===== src/source/serial_alu_pkg.sv =====
package serial_alu_pkg;

   // Operation codes presented on i_op.
   typedef enum logic [3:0] {
      OP_ADD,
      OP_SUB,
      OP_XOR,
      OP_XNOR,
      OP_OR,
      OP_AND,
      OP_SLT,
      OP_SLTU,
      OP_EQ,
      OP_SLL,
      OP_SRL,
      OP_SRA
   } alu_op_e;

   typedef enum logic [2:0] {
      S_IDLE,
      S_SHAMT,
      S_RUN,
      S_DRAIN,
      S_DONE
   } seq_state_e;

   // One-hot result select: adder, shifter, compare, boolean.
   typedef logic [3:0] rd_sel_t;
   // Index into the boolean lookup table.
   typedef logic [1:0] bool_op_t;

   localparam rd_sel_t RD_ADD  = 4'b0001;
   localparam rd_sel_t RD_SH   = 4'b0010;
   localparam rd_sel_t RD_CMP  = 4'b0100;
   localparam rd_sel_t RD_BOOL = 4'b1000;

   localparam bool_op_t BOOL_XOR  = 2'd0;
   localparam bool_op_t BOOL_XNOR = 2'd1;
   localparam bool_op_t BOOL_OR   = 2'd2;
   localparam bool_op_t BOOL_AND  = 2'd3;

   typedef struct packed {
      logic     en;
      logic     init;
      logic     cnt_done;
      logic     shamt_en;
      logic     sub;
      bool_op_t bool_op;
      logic     cmp_eq;
      logic     cmp_uns;
      logic     sh_right;
      logic     sh_signed;
      rd_sel_t  rd_sel;
   } alu_ctrl_t;

endpackage

===== src/source/serial_alu_top.sv =====
`timescale 1ns/1ps

module serial_alu_top
   import serial_alu_pkg::*;
#(
   parameter int WIDTH = 32
) (
   input  logic             clk,
   input  logic             i_rst_n,
   input  logic             i_start,
   input  alu_op_e          i_op,
   input  logic [WIDTH-1:0] i_a,
   input  logic [WIDTH-1:0] i_b,
   output logic             o_busy,
   output logic             o_done,
   output logic [WIDTH-1:0] o_result,
   output logic             o_cmp
);

   localparam int SHAMT_W = $clog2(WIDTH);

   alu_ctrl_t ctrl;
   logic      load;
   logic      shift;
   logic      rs1;
   logic      op_b;
   logic      buf_bit;
   logic      rd;
   logic      cmp_bit;
   logic      sh_done;

   alu_sequencer #(
      .WIDTH (WIDTH)
   ) sequencer_i (
      .clk       (clk),
      .i_rst_n   (i_rst_n),
      .i_start   (i_start),
      .i_op      (i_op),
      .i_cmp_bit (cmp_bit),
      .i_sh_done (sh_done),
      .o_ctrl    (ctrl),
      .o_load    (load),
      .o_shift   (shift),
      .o_busy    (o_busy),
      .o_done    (o_done),
      .o_cmp     (o_cmp)
   );

   operand_regs #(
      .WIDTH (WIDTH)
   ) regs_i (
      .clk      (clk),
      .i_rst_n  (i_rst_n),
      .i_load   (load),
      .i_shift  (shift),
      .i_a      (i_a),
      .i_b      (i_b),
      .i_rd     (rd),
      .o_rs1    (rs1),
      .o_op_b   (op_b),
      .o_buf    (buf_bit),
      .o_result (o_result)
   );

   serial_alu #(
      .SHAMT_W (SHAMT_W)
   ) alu_i (
      .clk       (clk),
      .i_rst_n   (i_rst_n),
      .i_ctrl    (ctrl),
      .i_rs1     (rs1),
      .i_op_b    (op_b),
      .i_buf     (buf_bit),
      .o_cmp     (cmp_bit),
      .o_sh_done (sh_done),
      .o_rd      (rd)
   );

endmodule


===== src/source/alu_sequencer.sv =====
`timescale 1ns/1ps

module alu_sequencer
   import serial_alu_pkg::*;
#(
   parameter int WIDTH = 32
) (
   input  logic      clk,
   input  logic      i_rst_n,
   input  logic      i_start,
   input  alu_op_e   i_op,
   input  logic      i_cmp_bit,
   input  logic      i_sh_done,
   output alu_ctrl_t o_ctrl,
   output logic      o_load,
   output logic      o_shift,
   output logic      o_busy,
   output logic      o_done,
   output logic      o_cmp
);

   localparam int CNT_W = $clog2(WIDTH);

   seq_state_e       state_q;
   alu_ctrl_t        ctrl_q;
   logic [CNT_W-1:0] bit_cnt_q;
   logic             first_bit;
   logic             last_bit;
   logic             is_shift;
   logic             is_lt;

   function automatic alu_ctrl_t decode(alu_op_e op);
      alu_ctrl_t c;
      c = '0;
      case (op)
         OP_ADD:  c.rd_sel = RD_ADD;
         OP_SUB:  begin c.rd_sel = RD_ADD; c.sub = 1'b1; end
         OP_XOR:  begin c.rd_sel = RD_BOOL; c.bool_op = BOOL_XOR; end
         OP_XNOR: begin c.rd_sel = RD_BOOL; c.bool_op = BOOL_XNOR; end
         OP_OR:   begin c.rd_sel = RD_BOOL; c.bool_op = BOOL_OR; end
         OP_AND:  begin c.rd_sel = RD_BOOL; c.bool_op = BOOL_AND; end
         OP_SLT:  c.rd_sel = RD_CMP;
         OP_SLTU: begin c.rd_sel = RD_CMP; c.cmp_uns = 1'b1; end
         // Flag only, result stays zero.
         OP_EQ:   c.cmp_eq = 1'b1;
         OP_SLL:  c.rd_sel = RD_SH;
         OP_SRL:  begin c.rd_sel = RD_SH; c.sh_right = 1'b1; end
         OP_SRA:  begin c.rd_sel = RD_SH; c.sh_right = 1'b1; c.sh_signed = 1'b1; end
         default: c.rd_sel = RD_ADD;
      endcase
      return c;
   endfunction

   assign first_bit = (bit_cnt_q == '0);
   assign last_bit  = (bit_cnt_q == CNT_W'(WIDTH - 1));
   assign is_shift  = ctrl_q.rd_sel[1];
   assign is_lt     = ctrl_q.rd_sel[2];

   // Less-than needs a second pass to bring its flag down to bit zero.
   always_comb begin
      o_ctrl          = ctrl_q;
      o_ctrl.en       = (state_q == S_SHAMT) || (state_q == S_RUN);
      o_ctrl.shamt_en = (state_q == S_SHAMT);
      o_ctrl.cnt_done = (state_q == S_RUN) && last_bit;
      o_ctrl.init     = first_bit && (((state_q == S_RUN) && is_shift) ||
                                      ((state_q == S_DRAIN) && !is_shift));
   end

   assign o_load  = (state_q == S_IDLE) && i_start;
   assign o_shift = (state_q == S_SHAMT) || (state_q == S_RUN) || (state_q == S_DRAIN);
   assign o_busy  = (state_q != S_IDLE);
   assign o_done  = (state_q == S_DONE);

   always_ff @(posedge clk) begin
      if (!i_rst_n) begin
         state_q   <= S_IDLE;
         ctrl_q    <= '0;
         bit_cnt_q <= '0;
         o_cmp     <= 1'b0;
      end else begin
         bit_cnt_q <= bit_cnt_q + 1'b1;
         case (state_q)
            S_IDLE: begin
               bit_cnt_q <= '0;
               if (i_start) begin
                  ctrl_q  <= decode(i_op);
                  state_q <= (i_op inside {OP_SLL, OP_SRL, OP_SRA}) ? S_SHAMT : S_RUN;
               end
            end
            S_SHAMT: begin
               if (bit_cnt_q == CNT_W'(CNT_W - 1)) begin
                  bit_cnt_q <= '0;
                  state_q   <= S_RUN;
               end
            end
            S_RUN: begin
               if (last_bit) begin
                  o_cmp     <= (is_lt || ctrl_q.cmp_eq) & i_cmp_bit;
                  bit_cnt_q <= '0;
                  state_q   <= (is_shift || is_lt) ? S_DRAIN : S_DONE;
               end
            end
            S_DRAIN: begin
               if (is_shift ? i_sh_done : last_bit) begin
                  state_q <= S_DONE;
               end
            end
            default: state_q <= S_IDLE;
         endcase
      end
   end

endmodule


===== src/source/operand_regs.sv =====
`timescale 1ns/1ps

module operand_regs #(
   parameter int WIDTH = 32
) (
   input  logic             clk,
   input  logic             i_rst_n,
   input  logic             i_load,
   input  logic             i_shift,
   input  logic [WIDTH-1:0] i_a,
   input  logic [WIDTH-1:0] i_b,
   input  logic             i_rd,
   output logic             o_rs1,
   output logic             o_op_b,
   output logic             o_buf,
   output logic [WIDTH-1:0] o_result
);

   logic [WIDTH-1:0] a_q;
   logic [WIDTH-1:0] b_q;
   logic [WIDTH-1:0] buf_q;
   logic [WIDTH-1:0] result_q;

   always_ff @(posedge clk) begin
      if (i_load) begin
         a_q   <= i_a;
         b_q   <= i_b;
         buf_q <= i_a;
      end else if (i_shift) begin
         a_q   <= {1'b0, a_q[WIDTH-1:1]};
         b_q   <= {1'b0, b_q[WIDTH-1:1]};
         // Buffer rotates, so A comes round again for long shifts.
         buf_q <= {buf_q[0], buf_q[WIDTH-1:1]};
      end
   end

   // New bits enter at the top; the first one ends up in bit zero.
   always_ff @(posedge clk) begin
      if (!i_rst_n) begin
         result_q <= '0;
      end else if (i_shift) begin
         result_q <= {i_rd, result_q[WIDTH-1:1]};
      end
   end

   assign o_rs1    = a_q[0];
   assign o_op_b   = b_q[0];
   assign o_buf    = buf_q[0];
   assign o_result = result_q;

endmodule


===== src/source/serial_alu.sv =====
`timescale 1ns/1ps

module serial_alu
   import serial_alu_pkg::*;
#(
   parameter int SHAMT_W = 5
) (
   input  logic      clk,
   input  logic      i_rst_n,
   input  alu_ctrl_t i_ctrl,
   input  logic      i_rs1,
   input  logic      i_op_b,
   input  logic      i_buf,
   output logic      o_cmp,
   output logic      o_sh_done,
   output logic      o_rd
);

   // Indexed by {bool_op, rs1, op_b} with xor, xnor, or and and in order.
   localparam logic [15:0] BOOL_LUT = 16'h8e96;

   logic               en_q;
   logic               add_cy_q;
   logic               neg_cy_q;
   logic               lt_q;
   logic               eq_q;
   logic               lt_res_q;
   logic [SHAMT_W-1:0] shamt_q;
   logic               shamt_msb_q;

   logic plus_one;
   logic neg_b;
   logic neg_cy;
   logic add_b;
   logic add_res;
   logic add_cy;
   logic bit_eq;
   logic lt_sign;
   logic res_lt;
   logic res_eq;
   logic res_bool;
   logic res_sh;
   logic shamt_ser;

   // The +1 of the two's complement of B goes in on the first enabled cycle.
   assign plus_one       = i_ctrl.en & ~en_q;
   assign {neg_cy, neg_b} = {1'b0, ~i_op_b} + plus_one + neg_cy_q;

   assign add_b            = i_ctrl.sub ? neg_b : i_op_b;
   assign {add_cy, add_res} = i_rs1 + add_b + add_cy_q;

   // The sign bit flips the sense of a signed compare.
   assign bit_eq  = (i_rs1 == i_op_b);
   assign lt_sign = i_ctrl.cnt_done & ~i_ctrl.cmp_uns;
   assign res_lt  = bit_eq ? lt_q : (i_op_b ^ lt_sign);
   assign res_eq  = bit_eq & eq_q;
   assign o_cmp   = i_ctrl.cmp_eq ? res_eq : res_lt;

   assign res_bool = BOOL_LUT[{i_ctrl.bool_op, i_rs1, i_op_b}];

   // Left shifts take the negated amount.
   assign shamt_ser = i_ctrl.sh_right ? i_op_b : neg_b;

   serial_shifter #(
      .SHAMT_W (SHAMT_W)
   ) shifter_i (
      .clk         (clk),
      .i_load      (i_ctrl.init),
      .i_shamt     (shamt_q),
      .i_shamt_msb (shamt_msb_q),
      .i_signbit   (i_ctrl.sh_signed & i_buf),
      .i_right     (i_ctrl.sh_right),
      .i_d         (i_buf),
      .o_done      (o_sh_done),
      .o_q         (res_sh)
   );

   // Init marks bit zero, where the less-than flag lands.
   assign o_rd = |(i_ctrl.rd_sel & {res_bool, lt_res_q & i_ctrl.init, res_sh, add_res});

   always_ff @(posedge clk) begin
      if (!i_rst_n) begin
         en_q     <= 1'b0;
         add_cy_q <= 1'b0;
         neg_cy_q <= 1'b0;
         lt_q     <= 1'b0;
         eq_q     <= 1'b1;
         lt_res_q <= 1'b0;
      end else begin
         en_q     <= i_ctrl.en;
         add_cy_q <= i_ctrl.en & add_cy;
         neg_cy_q <= i_ctrl.en & neg_cy;
         lt_q     <= i_ctrl.en & res_lt;
         eq_q     <= res_eq | ~i_ctrl.en;
         if (i_ctrl.en) begin
            lt_res_q <= res_lt;
         end
      end
   end

   always_ff @(posedge clk) begin
      if (i_ctrl.shamt_en) begin
         shamt_q     <= {shamt_ser, shamt_q[SHAMT_W-1:1]};
         // Only a left shift by zero carries into the top bit.
         shamt_msb_q <= neg_cy & ~i_ctrl.sh_right;
      end
   end

endmodule


===== src/source/serial_shifter.sv =====
`timescale 1ns/1ps

module serial_shifter #(
   parameter int SHAMT_W = 5
) (
   input  logic               clk,
   input  logic               i_load,
   input  logic [SHAMT_W-1:0] i_shamt,
   input  logic               i_shamt_msb,
   input  logic               i_signbit,
   input  logic               i_right,
   input  logic               i_d,
   output logic               o_done,
   output logic               o_q
);

   localparam int CW = SHAMT_W + 2;
   // Load happens SHAMT_W+1 cycles into the stream; the counter then reaches
   // the amount exactly when the rotating buffer has passed 2*WIDTH bits.
   localparam logic [CW-1:0] LOAD_BASE = CW'((2 << SHAMT_W) - SHAMT_W - 1);

   logic [CW-1:0] cnt_q;
   logic [CW-1:0] amount;
   logic          fill_q;
   logic          wrapped;

   assign amount  = CW'({i_shamt_msb, i_shamt});
   assign wrapped = (cnt_q <= amount);

   always_ff @(posedge clk) begin
      if (i_load) begin
         cnt_q <= LOAD_BASE + amount;
      end else if (cnt_q != '0) begin
         cnt_q <= cnt_q - 1'b1;
      end
      // Buffer shows the top data bit one cycle before the wrap.
      if (cnt_q == amount + CW'(1)) begin
         fill_q <= i_signbit & i_right;
      end
   end

   assign o_done = (cnt_q == CW'(1));

   // Right shifts pass data before the wrap, left shifts after it.
   assign o_q = (wrapped ^ i_right) ? i_d : (fill_q & i_right);

endmodule


===== config.mk =====
export PLATFORM = sky130hd
export DESIGN_NAME = serial_alu_top
export DESIGN_NICKNAME = d
export VERILOG_FILES = /design/src/source/serial_alu_pkg.sv /design/src/source/serial_alu_top.sv /design/src/source/alu_sequencer.sv /design/src/source/operand_regs.sv /design/src/source/serial_alu.sv /design/src/source/serial_shifter.sv
export SDC_FILE = /design/constraint.sdc
export NUM_CORES = 1
export LEC_CHECK = 0
export BUFFER_PORTS_ARGS = -buffer_cell sky130_fd_sc_hd__buf_2
export CAP_MARGIN = 20
export CELL_PAD_IN_SITES_DETAIL_PLACEMENT = 0
export CELL_PAD_IN_SITES_GLOBAL_PLACEMENT = 2
export CORE_MARGIN = 3
export CORE_UTILIZATION = 33
export CTS_CLUSTER_DIAMETER = 40
export CTS_CLUSTER_SIZE = 24
export DETAILED_ROUTE_END_ITERATION = 16
export PLACE_DENSITY_LB_ADDON = 0.1
export SLEW_MARGIN = 10
export SYNTH_ARGS = -nofsm -noshare
export SYNTH_HDL_FRONTEND = slang
export SYNTH_SLANG_ARGS = --single-unit

===== constraint.sdc =====
create_clock -name clk -period 3.8 [get_ports clk]
set_clock_uncertainty 0.1 [all_clocks]
set_input_delay 0.76 -clock clk [delete_from_list [all_inputs] [get_ports clk]]
set_output_delay 0.76 -clock clk [all_outputs]
set_load 0.03 [all_outputs]

== After elaboration in Yosys (flattened, before gate mapping) ==
Memory sizes are Yosys's and may differ from the RTL's.
Index checks and enable logic that the tools add are counted.
Widths: inputs -> output; s select.
Word-level totals
  bits in registers: 168
  bits in read-only memories: 16
  output and inout bits: 35
  memories kept: 1
Operators by class
  add/sub/neg operators: 8
  $lt $le $gt $ge: 2
  eq/ne operators: 24
  mux-type cells: 32
  bitwise operators: 21
  reductions and logical operators: 26
Memory list
  (name not given): words 16, width 1, read ports 1, clocked after memory_dff 0, wr ports 0, RTL line serial_alu.sv:59  | assign res_bool = BOOL_LUT[{i_ctrl.bool_op, i_rs1, i_op_b}];
Operators by type and width (count)
  $mux 32: 6
  $eq 4x3->1 const B: 4
  $eq 4x4->1 const B: 4
  $pmux 4 s4: 1
  $mux 3: 5
  $pmux 5 s3: 1
  $mux 7: 2
  $and 1x1->1: 12
  $mux 1: 12
  $pmux 3 s4: 1
  $mux 5: 2
  $eq 4x2->1 const B: 2
  $reduce_or 4->1: 2
  $add 6x1->7 const B: 1
  $add 6x6->7 const A: 1
  $eq 7x1->1 const B: 1
  $eq 7x7->1: 1
  $le 7x6->1: 1
  $reduce_bool 7->1: 1
  $sub 7x1->7 const B: 1
  $eq 3x2->1 const B: 2
  $ne 2x2->1 const B: 3
  $pmux 2 s3: 1
  $reduce_bool 3->1: 2
  26 further kinds: 44

== Depth between registers and ports, before layout ==
Gate-level depths: netlist (run 1).
  depth in word-level cells: 10
  gate-level depth with buffers: 10
  mapped depth without buffers: 9

== Cells and area by module ==
From an unflattened synthesis (run 1), not the netlist that was laid out.
Second synthesis, totals
  cells, all modules: 667
  area total of the unflattened synthesis: 7785.0 µm²
Modules (own cells, without submodules)
  operand_regs: instances 1, cells an instance 403, area each 5331.4 µm², seq. area each 3523.4 µm²
  alu_sequencer: instances 1, cells an instance 121, area each 1036.0 µm², seq. area each 400.4 µm²
  serial_shifter: instances 1, cells an instance 93, area each 853.3 µm², seq. area each 240.2 µm²
  serial_alu: instances 1, cells an instance 50, area each 564.3 µm², seq. area each 300.3 µm²

== Least setup slack after synthesis (run 1) ==
No wires, ideal clock.
  kind: input port to flip-flop
  start: input port i_start
  end: register regs_i.a_q[0] (enable)
  setup time: 908 ps
  arrival time: 2824 ps
  data required time: 2792 ps
  path slack: -32 ps
  cell stages on the path: 4
  cells stage by stage: nand2_2 > buf_2 > buf_2 > nand2_1
Between the ends
  cells in the longest elaborated chain, start to end: 2
RTL lines
  start, declared: RTL line serial_alu_top.sv:10  | input logic i_start,
  $logic_and 1x1->1: RTL line alu_sequencer.sv:69  | assign o_load = (state_q == S_IDLE) && i_start;
  $reduce_bool 2->1 (no source line)
  end signal, assigned: RTL line operand_regs.sv:26  | a_q <= i_a;
  end signal, assigned: RTL line operand_regs.sv:30  | a_q <= {1'b0, a_q[WIDTH-1:1]};
  end, declared: RTL line operand_regs.sv:19  | logic [WIDTH-1:0] a_q;
No other way between the ends.
A chain may end at the register's enable or synchronous reset.

== Final worst setup path (run 1) ==
  start: register sequencer_i.state_q[0]
  end: register regs_i.result_q[31], in the netlist regs_i.o_result[31]
Between the ends
  cells in the longest elaborated chain, start to end: 10
  elaborated cells between the ends (all ways): 18
RTL lines
  start, declared: RTL line alu_sequencer.sv:24  | seq_state_e state_q;
  start signal, assigned: RTL line alu_sequencer.sv:87  | state_q <= (i_op inside {OP_SLL, OP_SRL, OP_SRA}) ? S_SHAMT : S_RUN;
  start signal, assigned: RTL line alu_sequencer.sv:100  | state_q <= (is_shift || is_lt) ? S_DRAIN : S_DONE;
  $eq 3x1->1 or $eq 3x2->1 (tied branches): RTL line alu_sequencer.sv:62, alu_sequencer.sv:70, alu_sequencer.sv:65
  $logic_or 1x1->1: RTL line alu_sequencer.sv:62, alu_sequencer.sv:70
  $and 1x1->1: RTL line serial_alu.sv:46  | assign plus_one = i_ctrl.en & ~en_q;
  $add 1x1->2: RTL line serial_alu.sv:47  | assign {neg_cy, neg_b} = {1'b0, ~i_op_b} + plus_one + neg_cy_q;
  $add 2x1->2: RTL line serial_alu.sv:47
  $mux 1: RTL line serial_alu.sv:49  | assign add_b = i_ctrl.sub ? neg_b : i_op_b;
  $add 1x1->2: RTL line serial_alu.sv:50  | assign {add_cy, add_res} = i_rs1 + add_b + add_cy_q;
  $add 2x1->2: RTL line serial_alu.sv:50
  $and 4x4->4: RTL line serial_alu.sv:79  | assign o_rd = |(i_ctrl.rd_sel & {res_bool, lt_res_q & i_ctrl.init, res_sh, add_res});
  $reduce_or 4->1: RTL line serial_alu.sv:79
  end signal, assigned: RTL line operand_regs.sv:42  | result_q <= {i_rd, result_q[WIDTH-1:1]};
  end, declared: RTL line operand_regs.sv:22  | logic [WIDTH-1:0] result_q;
Several ways; a longest one is shown, not always the timed one.

==> impl_table.tex, run 1 <==
\begin{tabular}{lr}
\hline
Metric & Value \\
\hline
\multicolumn{2}{l}{\textbf{Status}} \\
\quad Result of the run & complete, no violations \\
\multicolumn{2}{l}{\textbf{STA}} \\
\quad Max-slew violation count & 0 \\
\quad Smallest hold slack & 0.3547 ns \\
\quad Worst slew margin relative to its limit & 0.4511 \\
\quad Count of final hold-check violations & 0 \\
\quad Actual slew at the worst max-slew pin & around 0.8 ns \\
\quad Fin crit period & 3.088 ns \\
\quad Maximum operating frequency & about 320 MHz \\
\quad Unrepaired setup endpoints after global routing & false \\
\quad Total setup violations reported at the end of the flow & 0 \\
\quad Ratio of final minimum period to clock period & 0.8127 \\
\quad Setup tns final & 0 ns \\
\multicolumn{2}{l}{\textbf{Floorplanning}} \\
\quad Initial core utilization & 0.3418 \\
\quad Top-level port count & 106 \\
\quad Die area & 0.02481 mm² \\
\quad Die extent in y & 157.5 µm \\
\quad Core box area & 0.02216 mm² \\
\quad Die width & between 150 and 200 µm \\
\quad Total number of placement rows & 54 \\
\multicolumn{2}{l}{\textbf{Placed design}} \\
\quad Global placement routability congestion & 0.7348 \\
\quad Number of buffers added on ports & 105 \\
\quad Dpl hpwl & 11,250 µm \\
\multicolumn{2}{l}{\textbf{Setup path}} \\
\quad Startpoint of the worst setup timing path & sequencer\_i.state\_q[0] \\
\quad Endpoint arrival time on the critical path & 3.29 ns \\
\quad Crit Path Max Fanout & 17 \\
\quad Startpoint-to-endpoint class of the critical path & flop to flop \\
\quad Capture point of the worst path & regs\_i.o\_result[31] \\
\quad R2r startpoint & sequencer\_i.state\_q[0] \\
\quad Kind of capture point of the worst setup path & flop \\
\quad CP required & 4.00 ns \\
\quad Type of element launching the critical path & flop \\
\quad Worst R2R Setup Slack & between 0.7 and 0.8 ns \\
\quad Number of cell instances on the worst register-to-register path & 9 \\
\quad Capturing point of the worst reg2reg path & regs\_i.o\_result[31] \\
\multicolumn{2}{l}{\textbf{CTS}} \\
\quad Post-CTS setup buffers & 0 \\
\quad Count of H-tree levels built during CTS & 4 \\
\quad Gates resized, CTS repair & 0 \\
\quad Number of buffers added to fix hold violations after cts & 0 \\
\quad Cell at the root of the clock tree & sky130\_fd\_sc\_hd\_\_clkbuf\_16 \\
\quad TritonCTS clock tree & built \\
\quad Maximum clock path buffer count & 2 \\
\quad TritonCTS sink count & 168 \\
\quad Clock-pin slew of the registers on the worst-case setup and hold paths & roughly 0.070 ns \\
\quad Clk\_lat worst skew & $\sim$0.42 ns \\
\quad Number of CTS-inserted buffers & 17 \\
\multicolumn{2}{l}{\textbf{Global routing}} \\
\quad Vias in the first global route & 5,520 \\
\quad Total routing resource utilization after global routing & 0.1382 \\
\quad Remaining global-route overflow & 0 \\
\quad Pin count of the biggest net entering global routing & 85 \\
\quad Number of antenna violations at the first check in global routing & 4 \\
\quad Global-route wire length before repair & between 20,000 and 30,000 µm \\
\multicolumn{2}{l}{\textbf{Finish}} \\
\quad Most used cells in the layout excluding fill and tap cells & 335 x sky130\_fd\_sc\_hd\_\_nand2\_1, 110 x sky130\_fd\_sc\_hd\_\_edfxtp\_1, 105 x sky130\_fd\_sc\_hd\_\_buf\_2 \\
\quad Fillcell total & 2,252 \\
\quad Final Core Density & 0.4023 \\
\quad Area of combinational cells with multiple inputs & 0.002853 mm² \\
\quad Share of cells above drive strength 1 & 0.1755 \\
\quad Most frequent standard cell in the layout excluding fill and tap cells & sky130\_fd\_sc\_hd\_\_nand2\_1 \\
\quad Diode count & 0 \\
\quad FF/Latch Area & 0.004464 mm² \\
\quad Synth-to-Final Area Change & 17.69\% \\
\quad NumNets Final & 958 \\
\multicolumn{2}{l}{\textbf{Power and ir drop}} \\
\quad Cell internal pwr & 4.088 mW \\
\quad Net load switching power & 1.857 mW \\
\quad Leakage & roughly 3.8 nW \\
\quad Combinational share of power & 0.215 \\
\quad Clock share of power & 0.298 \\
\quad Share of total power in sequential cells & 0.487 \\
\quad Pwr/cell area & 666.8 mW/mm² \\
\quad VDD IR-drop max & 0.3456 mV \\
\quad Sw Ratio & 0.3124 \\
\quad Overall Power & 5.945 mW \\
\multicolumn{2}{l}{\textbf{Logic synthesis}} \\
\quad Synth Cell Area & 0.007575 mm² \\
\quad Synthesized instance count & 780 \\
\quad Synthesized Nets & 868 \\
\quad Number of synthesized flops with an enable pin & 110 \\
\quad Seq/Total Area, Yosys & 0.5894 \\
\quad Syn avg cell area & 9.711 µm² \\
\quad Seq cells post-synth & 168 \\
\quad Number of distinct library cells after synthesis & 55 \\
\quad Synth warn & 0 \\
\quad FFs w/ async S/R, synth & 0 \\
\quad Most instantiated flip-flop cell in the synthesis netlist & sky130\_fd\_sc\_hd\_\_edfxtp\_1 \\
\multicolumn{2}{l}{\textbf{Detailed routing}} \\
\quad Initial DRC count & 295 \\
\quad Routed WL & approximately 17,000 µm \\
\quad DRC violation count after routing & 0 \\
\quad Remaining antenna violation count after routing & 0 \\
\quad Wire length per cell after detailed routing & $\sim$15 µm \\
\quad Number of vias per cell after detailed routing & 4.727 \\
\quad First drt pass iteration count & 5 \\
\quad Via count & between 5,000 and 6,000 \\
\multicolumn{2}{l}{\textbf{Hold path}} \\
\quad Hold Crit Class & flop to flop \\
\multicolumn{2}{l}{\textbf{Flow run}} \\
\quad Number of max-capacitance violations reported & 0 \\
\hline
\end{tabular}
[metal layers]
metal,vias to the layer above,track usage,wire [µm],part of all wire
li1,2774,-,-,-
met1,2587,0.1848,8088,0.48
met2,109,0.2212,7856,0.46
met3,19,0.04262,818,0.048
met4,8,0.03182,146,0.0086
met5,-,0,43,0.0025
[sequential cells by signal, indices dropped and copies added (netlist names), 3 cells and up]
signal                 count
alu_i.shamt_q              5
regs_i.buf_q              32
regs_i.a_q                32
regs_i.b_q                32
regs_i.o_result           32
alu_i.shifter_i.cnt_q      7
sequencer_i.o_ctrl        11
sequencer_i.state_q        3
sequencer_i.bit_cnt_q      5
[cell type report]
class,instances,area share
inverters,18,0.007579
flip-flops and latches,168,0.5008
multi-input cells,553,0.3200
repair buffers,112,0.06625
clock inverters,15,0.01839
clock buffers,17,0.04772
well taps,280,0.03930
[metrics by stage]
step                      std cells  cell area (µm²)  setup WS [ns]
after floorplan                 780             7577         0.9291
after global placement         1131             8325         0.7715
after detailed placement       1131             8325         0.7424
after CTS                      1163             8915         0.7055
after global routing           1163             8915         0.4921
final                          1163             8915         0.7117
[synth_stat cells (2+ instances only)]
master / number / area (µm²)
sky130_fd_sc_hd__clkbuf_2: 3 / 15.01
sky130_fd_sc_hd__nand4_1: 2 / 12.51
sky130_fd_sc_hd__nor2_1: 26 / 97.59
sky130_fd_sc_hd__nand4bb_1: 2 / 22.52
sky130_fd_sc_hd__and3_1: 5 / 31.28
sky130_fd_sc_hd__nand2_1: 336 / 1261
sky130_fd_sc_hd__mux2i_1: 5 / 50.05
sky130_fd_sc_hd__nor3_1: 8 / 40.04
sky130_fd_sc_hd__o21ai_1: 5 / 25.02
sky130_fd_sc_hd__nor2b_1: 10 / 62.56
sky130_fd_sc_hd__nand4b_1: 3 / 26.28
sky130_fd_sc_hd__nand3_1: 11 / 55.05
sky130_fd_sc_hd__and2_1: 4 / 25.02
sky130_fd_sc_hd__fa_1: 2 / 40.04
sky130_fd_sc_hd__o211ai_1: 3 / 22.52
sky130_fd_sc_hd__a21boi_1: 10 / 75.07
sky130_fd_sc_hd__clkbuf_1: 12 / 45.04
sky130_fd_sc_hd__buf_2: 21 / 105.1
sky130_fd_sc_hd__xnor2_1: 13 / 113.9
sky130_fd_sc_hd__dfxtp_1: 58 / 1161
sky130_fd_sc_hd__nand3b_1: 3 / 22.52
sky130_fd_sc_hd__nor3b_1: 4 / 30.03
sky130_fd_sc_hd__xor2_1: 7 / 61.31
sky130_fd_sc_hd__a21o_1: 4 / 30.03
sky130_fd_sc_hd__o21ai_0: 8 / 40.04
sky130_fd_sc_hd__nand2b_1: 3 / 18.77
sky130_fd_sc_hd__ha_1: 15 / 187.7
sky130_fd_sc_hd__inv_1: 18 / 67.56
sky130_fd_sc_hd__edfxtp_1: 110 / 3303
sky130_fd_sc_hd__buf_4: 4 / 30.03
sky130_fd_sc_hd__a21oi_1: 11 / 55.05
sky130_fd_sc_hd__o22ai_1: 3 / 18.77
sky130_fd_sc_hd__a21boi_0: 28 / 210.2
sky130_fd_sc_hd__a211oi_1: 2 / 15.01
[cells by family (layout without fill, tap and decap cells)]
family	count (synthesis)	after routing	share of synthesized area
flops	168	168	0.5894
fa+ha+maj	17	17	0.03006
mux	6	6	0.008094
simple gates	427	427	0.2379
xor+xnor	20	20	0.02313
buf+inv	59	162	0.03617
compound gates	83	83	0.07532
[power groups by stage]
stage / registers [mW] / logic (mW) / clock network (mW)
after floorplan: 2.86 / 0.994 / 0
after global placement: 2.92 / 1.27 / 0
after detailed placement: 2.93 / 1.30 / 0
after CTS: 2.90 / 1.31 / 1.83
after global routing: 2.96 / 1.49 / 1.90
final: 2.90 / 1.28 / 1.77
[worst max-delay path, stage by stage, from the launching register on]
cell                        delay, ns
sky130_fd_sc_hd__dfxtp_1         0.72
sky130_fd_sc_hd__xnor2_1         0.17
sky130_fd_sc_hd__or3_1           0.35
sky130_fd_sc_hd__fa_1            0.46
sky130_fd_sc_hd__nand2_1         0.08
sky130_fd_sc_hd__o21ai_0         0.10
sky130_fd_sc_hd__fa_1            0.49
sky130_fd_sc_hd__nor2b_1         0.04
sky130_fd_sc_hd__a2111oi_1       0.32
sky130_fd_sc_hd__a31oi_1         0.13
[how the worst min path moves through the flow]
| stage | from | end | slack, ns | cells past startpoint |
|---|---|---|---|---|
| floorplan | alu_i.shamt_q[3] | alu_i.shamt_q[2] | 0.32 | 0 |
| global placement | sequencer_i.o_ctrl[4] | sequencer_i.o_ctrl[4] | 0.34 | 2 |
| detailed placement | sequencer_i.o_ctrl[4] | sequencer_i.o_ctrl[4] | 0.34 | 2 |
| CTS | sequencer_i.o_ctrl[4] | sequencer_i.o_ctrl[4] | 0.35 | 2 |
| global route | sequencer_i.o_ctrl[4] | sequencer_i.o_ctrl[4] | 0.38 | 2 |
| finish | sequencer_i.o_ctrl[4] | sequencer_i.o_ctrl[4] | 0.35 | 2 |
No activity file was read; power rests on OpenSTA's default activity.
==> run 2, diff against run 1 <==
- CORE_UTILIZATION: 33 -> 36
- clock period: 3.8 -> 3 ns (I/O delays scaled with it)
==> impl_table.tex, run 2 (synthesis results as in run 1) <==
\begin{tabular}{lr}
\hline
Metric & Value \\
\hline
\multicolumn{2}{l}{\textbf{Placed design}} \\
\quad Placed instance area & 0.008381 mm² \\
\quad Dpl hpwl & 11,090 µm \\
\quad Number of buffers added on ports & 105 \\
\quad Global placement routability congestion & roughly 0.77 \\
\quad Post-place setup slack & about 0.37 ns \\
\quad Placed Instances & 1,125 \\
\multicolumn{2}{l}{\textbf{STA}} \\
\quad Ratio of final minimum period to clock period & 0.8689 \\
\quad Maximum operating frequency & 383.6 MHz \\
\quad Actual slew at the worst max-slew pin & between 0.6 and 0.7 ns \\
\quad Worst setup margin & around 0.39 ns \\
\quad Total setup violations reported at the end of the flow & 0 \\
\quad Unrepaired setup endpoints after global routing & false \\
\quad Max-slew violation count & 0 \\
\quad Smallest hold slack & 0.3340 ns \\
\quad Worst slew margin relative to its limit & 0.5429 \\
\quad Count of final hold-check violations & 0 \\
\quad Setup tns final & 0 ns \\
\quad Fin crit period & 2.607 ns \\
\multicolumn{2}{l}{\textbf{Hold path}} \\
\quad Hold Crit Class & input port to flop \\
\quad Number of cells traversed by the worst hold path & 3 \\
\quad Source of the worst hold timing path & i\_b[24] \\
\quad Worst Hold Endpoint & regs\_i.b\_q[24] \\
\multicolumn{2}{l}{\textbf{Setup path}} \\
\quad Startpoint-to-endpoint class of the critical path & flop to flop \\
\quad Endpoint arrival time on the critical path & 2.82 ns \\
\quad Crit Path Max Fanout & 2 \\
\quad Number of cell instances on the worst register-to-register path & 9 \\
\quad R2r startpoint & sequencer\_i.state\_q[0] \\
\quad CP required & 3.21 ns \\
\quad Type of element launching the critical path & flop \\
\quad Capturing point of the worst reg2reg path & regs\_i.o\_result[31] \\
\quad Worst R2R Setup Slack & 0.39 ns \\
\quad Kind of capture point of the worst setup path & flop \\
\multicolumn{2}{l}{\textbf{Finish}} \\
\quad NumNets Final & between 900 and 1,000 \\
\quad Share of cells above drive strength 1 & 0.1804 \\
\quad Final Core Density & 0.4377 \\
\quad Most frequent standard cell in the layout excluding fill and tap cells & sky130\_fd\_sc\_hd\_\_nand2\_1 \\
\quad Final std cells w/o fill & 1,158 \\
\quad Synth-to-Final Area Change & 18.05\% \\
\quad Most used cells in the layout excluding fill and tap cells & 335 x sky130\_fd\_sc\_hd\_\_nand2\_1, 110 x sky130\_fd\_sc\_hd\_\_edfxtp\_1, 105 x sky130\_fd\_sc\_hd\_\_buf\_2 \\
\quad Final design area excluding fillers & just under 0.009 mm² \\
\multicolumn{2}{l}{\textbf{CTS}} \\
\quad Clk\_lat worst skew & 0.42 ns \\
\quad Number of buffers added to fix hold violations after cts & 0 \\
\quad Number of CTS-inserted buffers & 17 \\
\quad Maximum clock path buffer count & 2 \\
\quad Clock-pin slew of the registers on the worst-case setup and hold paths & 0.07 ns \\
\quad Gates resized, CTS repair & 0 \\
\quad Count of H-tree levels built during CTS & 4 \\
\quad TritonCTS clock tree & built \\
\quad Cell at the root of the clock tree & sky130\_fd\_sc\_hd\_\_clkbuf\_16 \\
\quad Post-CTS setup buffers & 0 \\
\quad TritonCTS sink count & 168 \\
\multicolumn{2}{l}{\textbf{Floorplanning}} \\
\quad Die width & 151.1 µm \\
\quad Total number of placement rows & 52 \\
\quad Initial core utilization & 0.3708 \\
\quad Core box area & slightly above 0.02 mm² \\
\quad Top-level port count & $\sim$110 \\
\quad Die extent in y & 151.1 µm \\
\quad Die area & 0.02282 mm² \\
\multicolumn{2}{l}{\textbf{Power and ir drop}} \\
\quad Leakage & 3.838 nW \\
\quad Pwr/cell area & 830.1 mW/mm² \\
\quad VDD IR-drop max & around 0.44 mV \\
\quad Overall Power & 7.423 mW \\
\multicolumn{2}{l}{\textbf{Detailed routing}} \\
\quad First drt pass iteration count & 7 \\
\quad Via count & approximately 5,500 \\
\quad Initial DRC count & around 280 \\
\quad Number of vias per cell after detailed routing & 4.723 \\
\quad DRC violation count after routing & 0 \\
\quad Routed WL & 16,500 µm \\
\quad Wire length per cell after detailed routing & 14.25 µm \\
\quad Remaining antenna violation count after routing & 0 \\
\multicolumn{2}{l}{\textbf{Global routing}} \\
\quad Remaining global-route overflow & 0 \\
\quad Vias in the first global route & 5,512 \\
\quad Global-route wire length before repair & roughly 27,000 µm \\
\quad Total routing resource utilization after global routing & 0.1512 \\
\quad Pin count of the biggest net entering global routing & 94 \\
\quad Number of antenna violations at the first check in global routing & 4 \\
\multicolumn{2}{l}{\textbf{Flow run}} \\
\quad Number of max-capacitance violations reported & 0 \\
\multicolumn{2}{l}{\textbf{Status}} \\
\quad Result of the run & complete, no violations \\
\hline
\end{tabular}
## run 2: cell types whose count changed in the layout (fill, tap and decap cells not counted), sizes merged
cell      before  now
buf          112  116
bufinv         2    0
clkinv         4    3
clkinvlp       2    1
diode          0    1
inv           25   29
## run 2: worst max path at each step
stage	to	from	cells past startpoint
after floorplan	regs_i.a_q[0]	sequencer_i.state_q[0]	6
after global placement	regs_i.o_result[31]	sequencer_i.state_q[0]	9
after detailed placement	regs_i.o_result[31]	sequencer_i.state_q[0]	9
after CTS	regs_i.o_result[31]	sequencer_i.state_q[0]	9
after global routing	regs_i.o_result[31]	sequencer_i.state_q[0]	9
final	regs_i.o_result[31]	sequencer_i.state_q[0]	9
## run 2: worst max-delay path, stage by stage (launching register included)
cell and delay, ns:
sky130_fd_sc_hd__dfxtp_1 0.32, sky130_fd_sc_hd__xnor2_1 0.14, sky130_fd_sc_hd__or3_1 0.33, sky130_fd_sc_hd__fa_1 0.46, sky130_fd_sc_hd__nand2_1 0.08, sky130_fd_sc_hd__o21ai_0 0.10
sky130_fd_sc_hd__fa_1 0.49, sky130_fd_sc_hd__nor2b_1 0.04, sky130_fd_sc_hd__a2111oi_1 0.32, sky130_fd_sc_hd__a31oi_1 0.13
## run 2: final cells by class
cell class                 count  area [µm²]
antenna                        1       2.502
clock buffer                  17       425.4
clock inverter                15       133.9
fill                        2059       11490
inverter                      18       67.56
multi-input combinational    553        2853
sequential                   168        4464
tap                          270       337.8
timing repair buffer         116       658.1
## run 2: report_power, final
part / leakage [nW] / internal, mW / switching, mW / total [mW]
Clock: 0.277 / 1.10 / 1.01 / 2.10
Combinational: 1.99 / 0.614 / 1.08 / 1.69
Sequential: 1.57 / 3.35 / 0.278 / 3.63
## run 2: layer usage
metal | track usage | share of wire | wire length (µm)
met2 | 0.2407 | 0.47 | 7691
met3 | 0.04458 | 0.040 | 656
met4 | 0.04669 | 0.011 | 184
met1 | 0.1995 | 0.48 | 7908
met5 | 0 | 0.0035 | 57
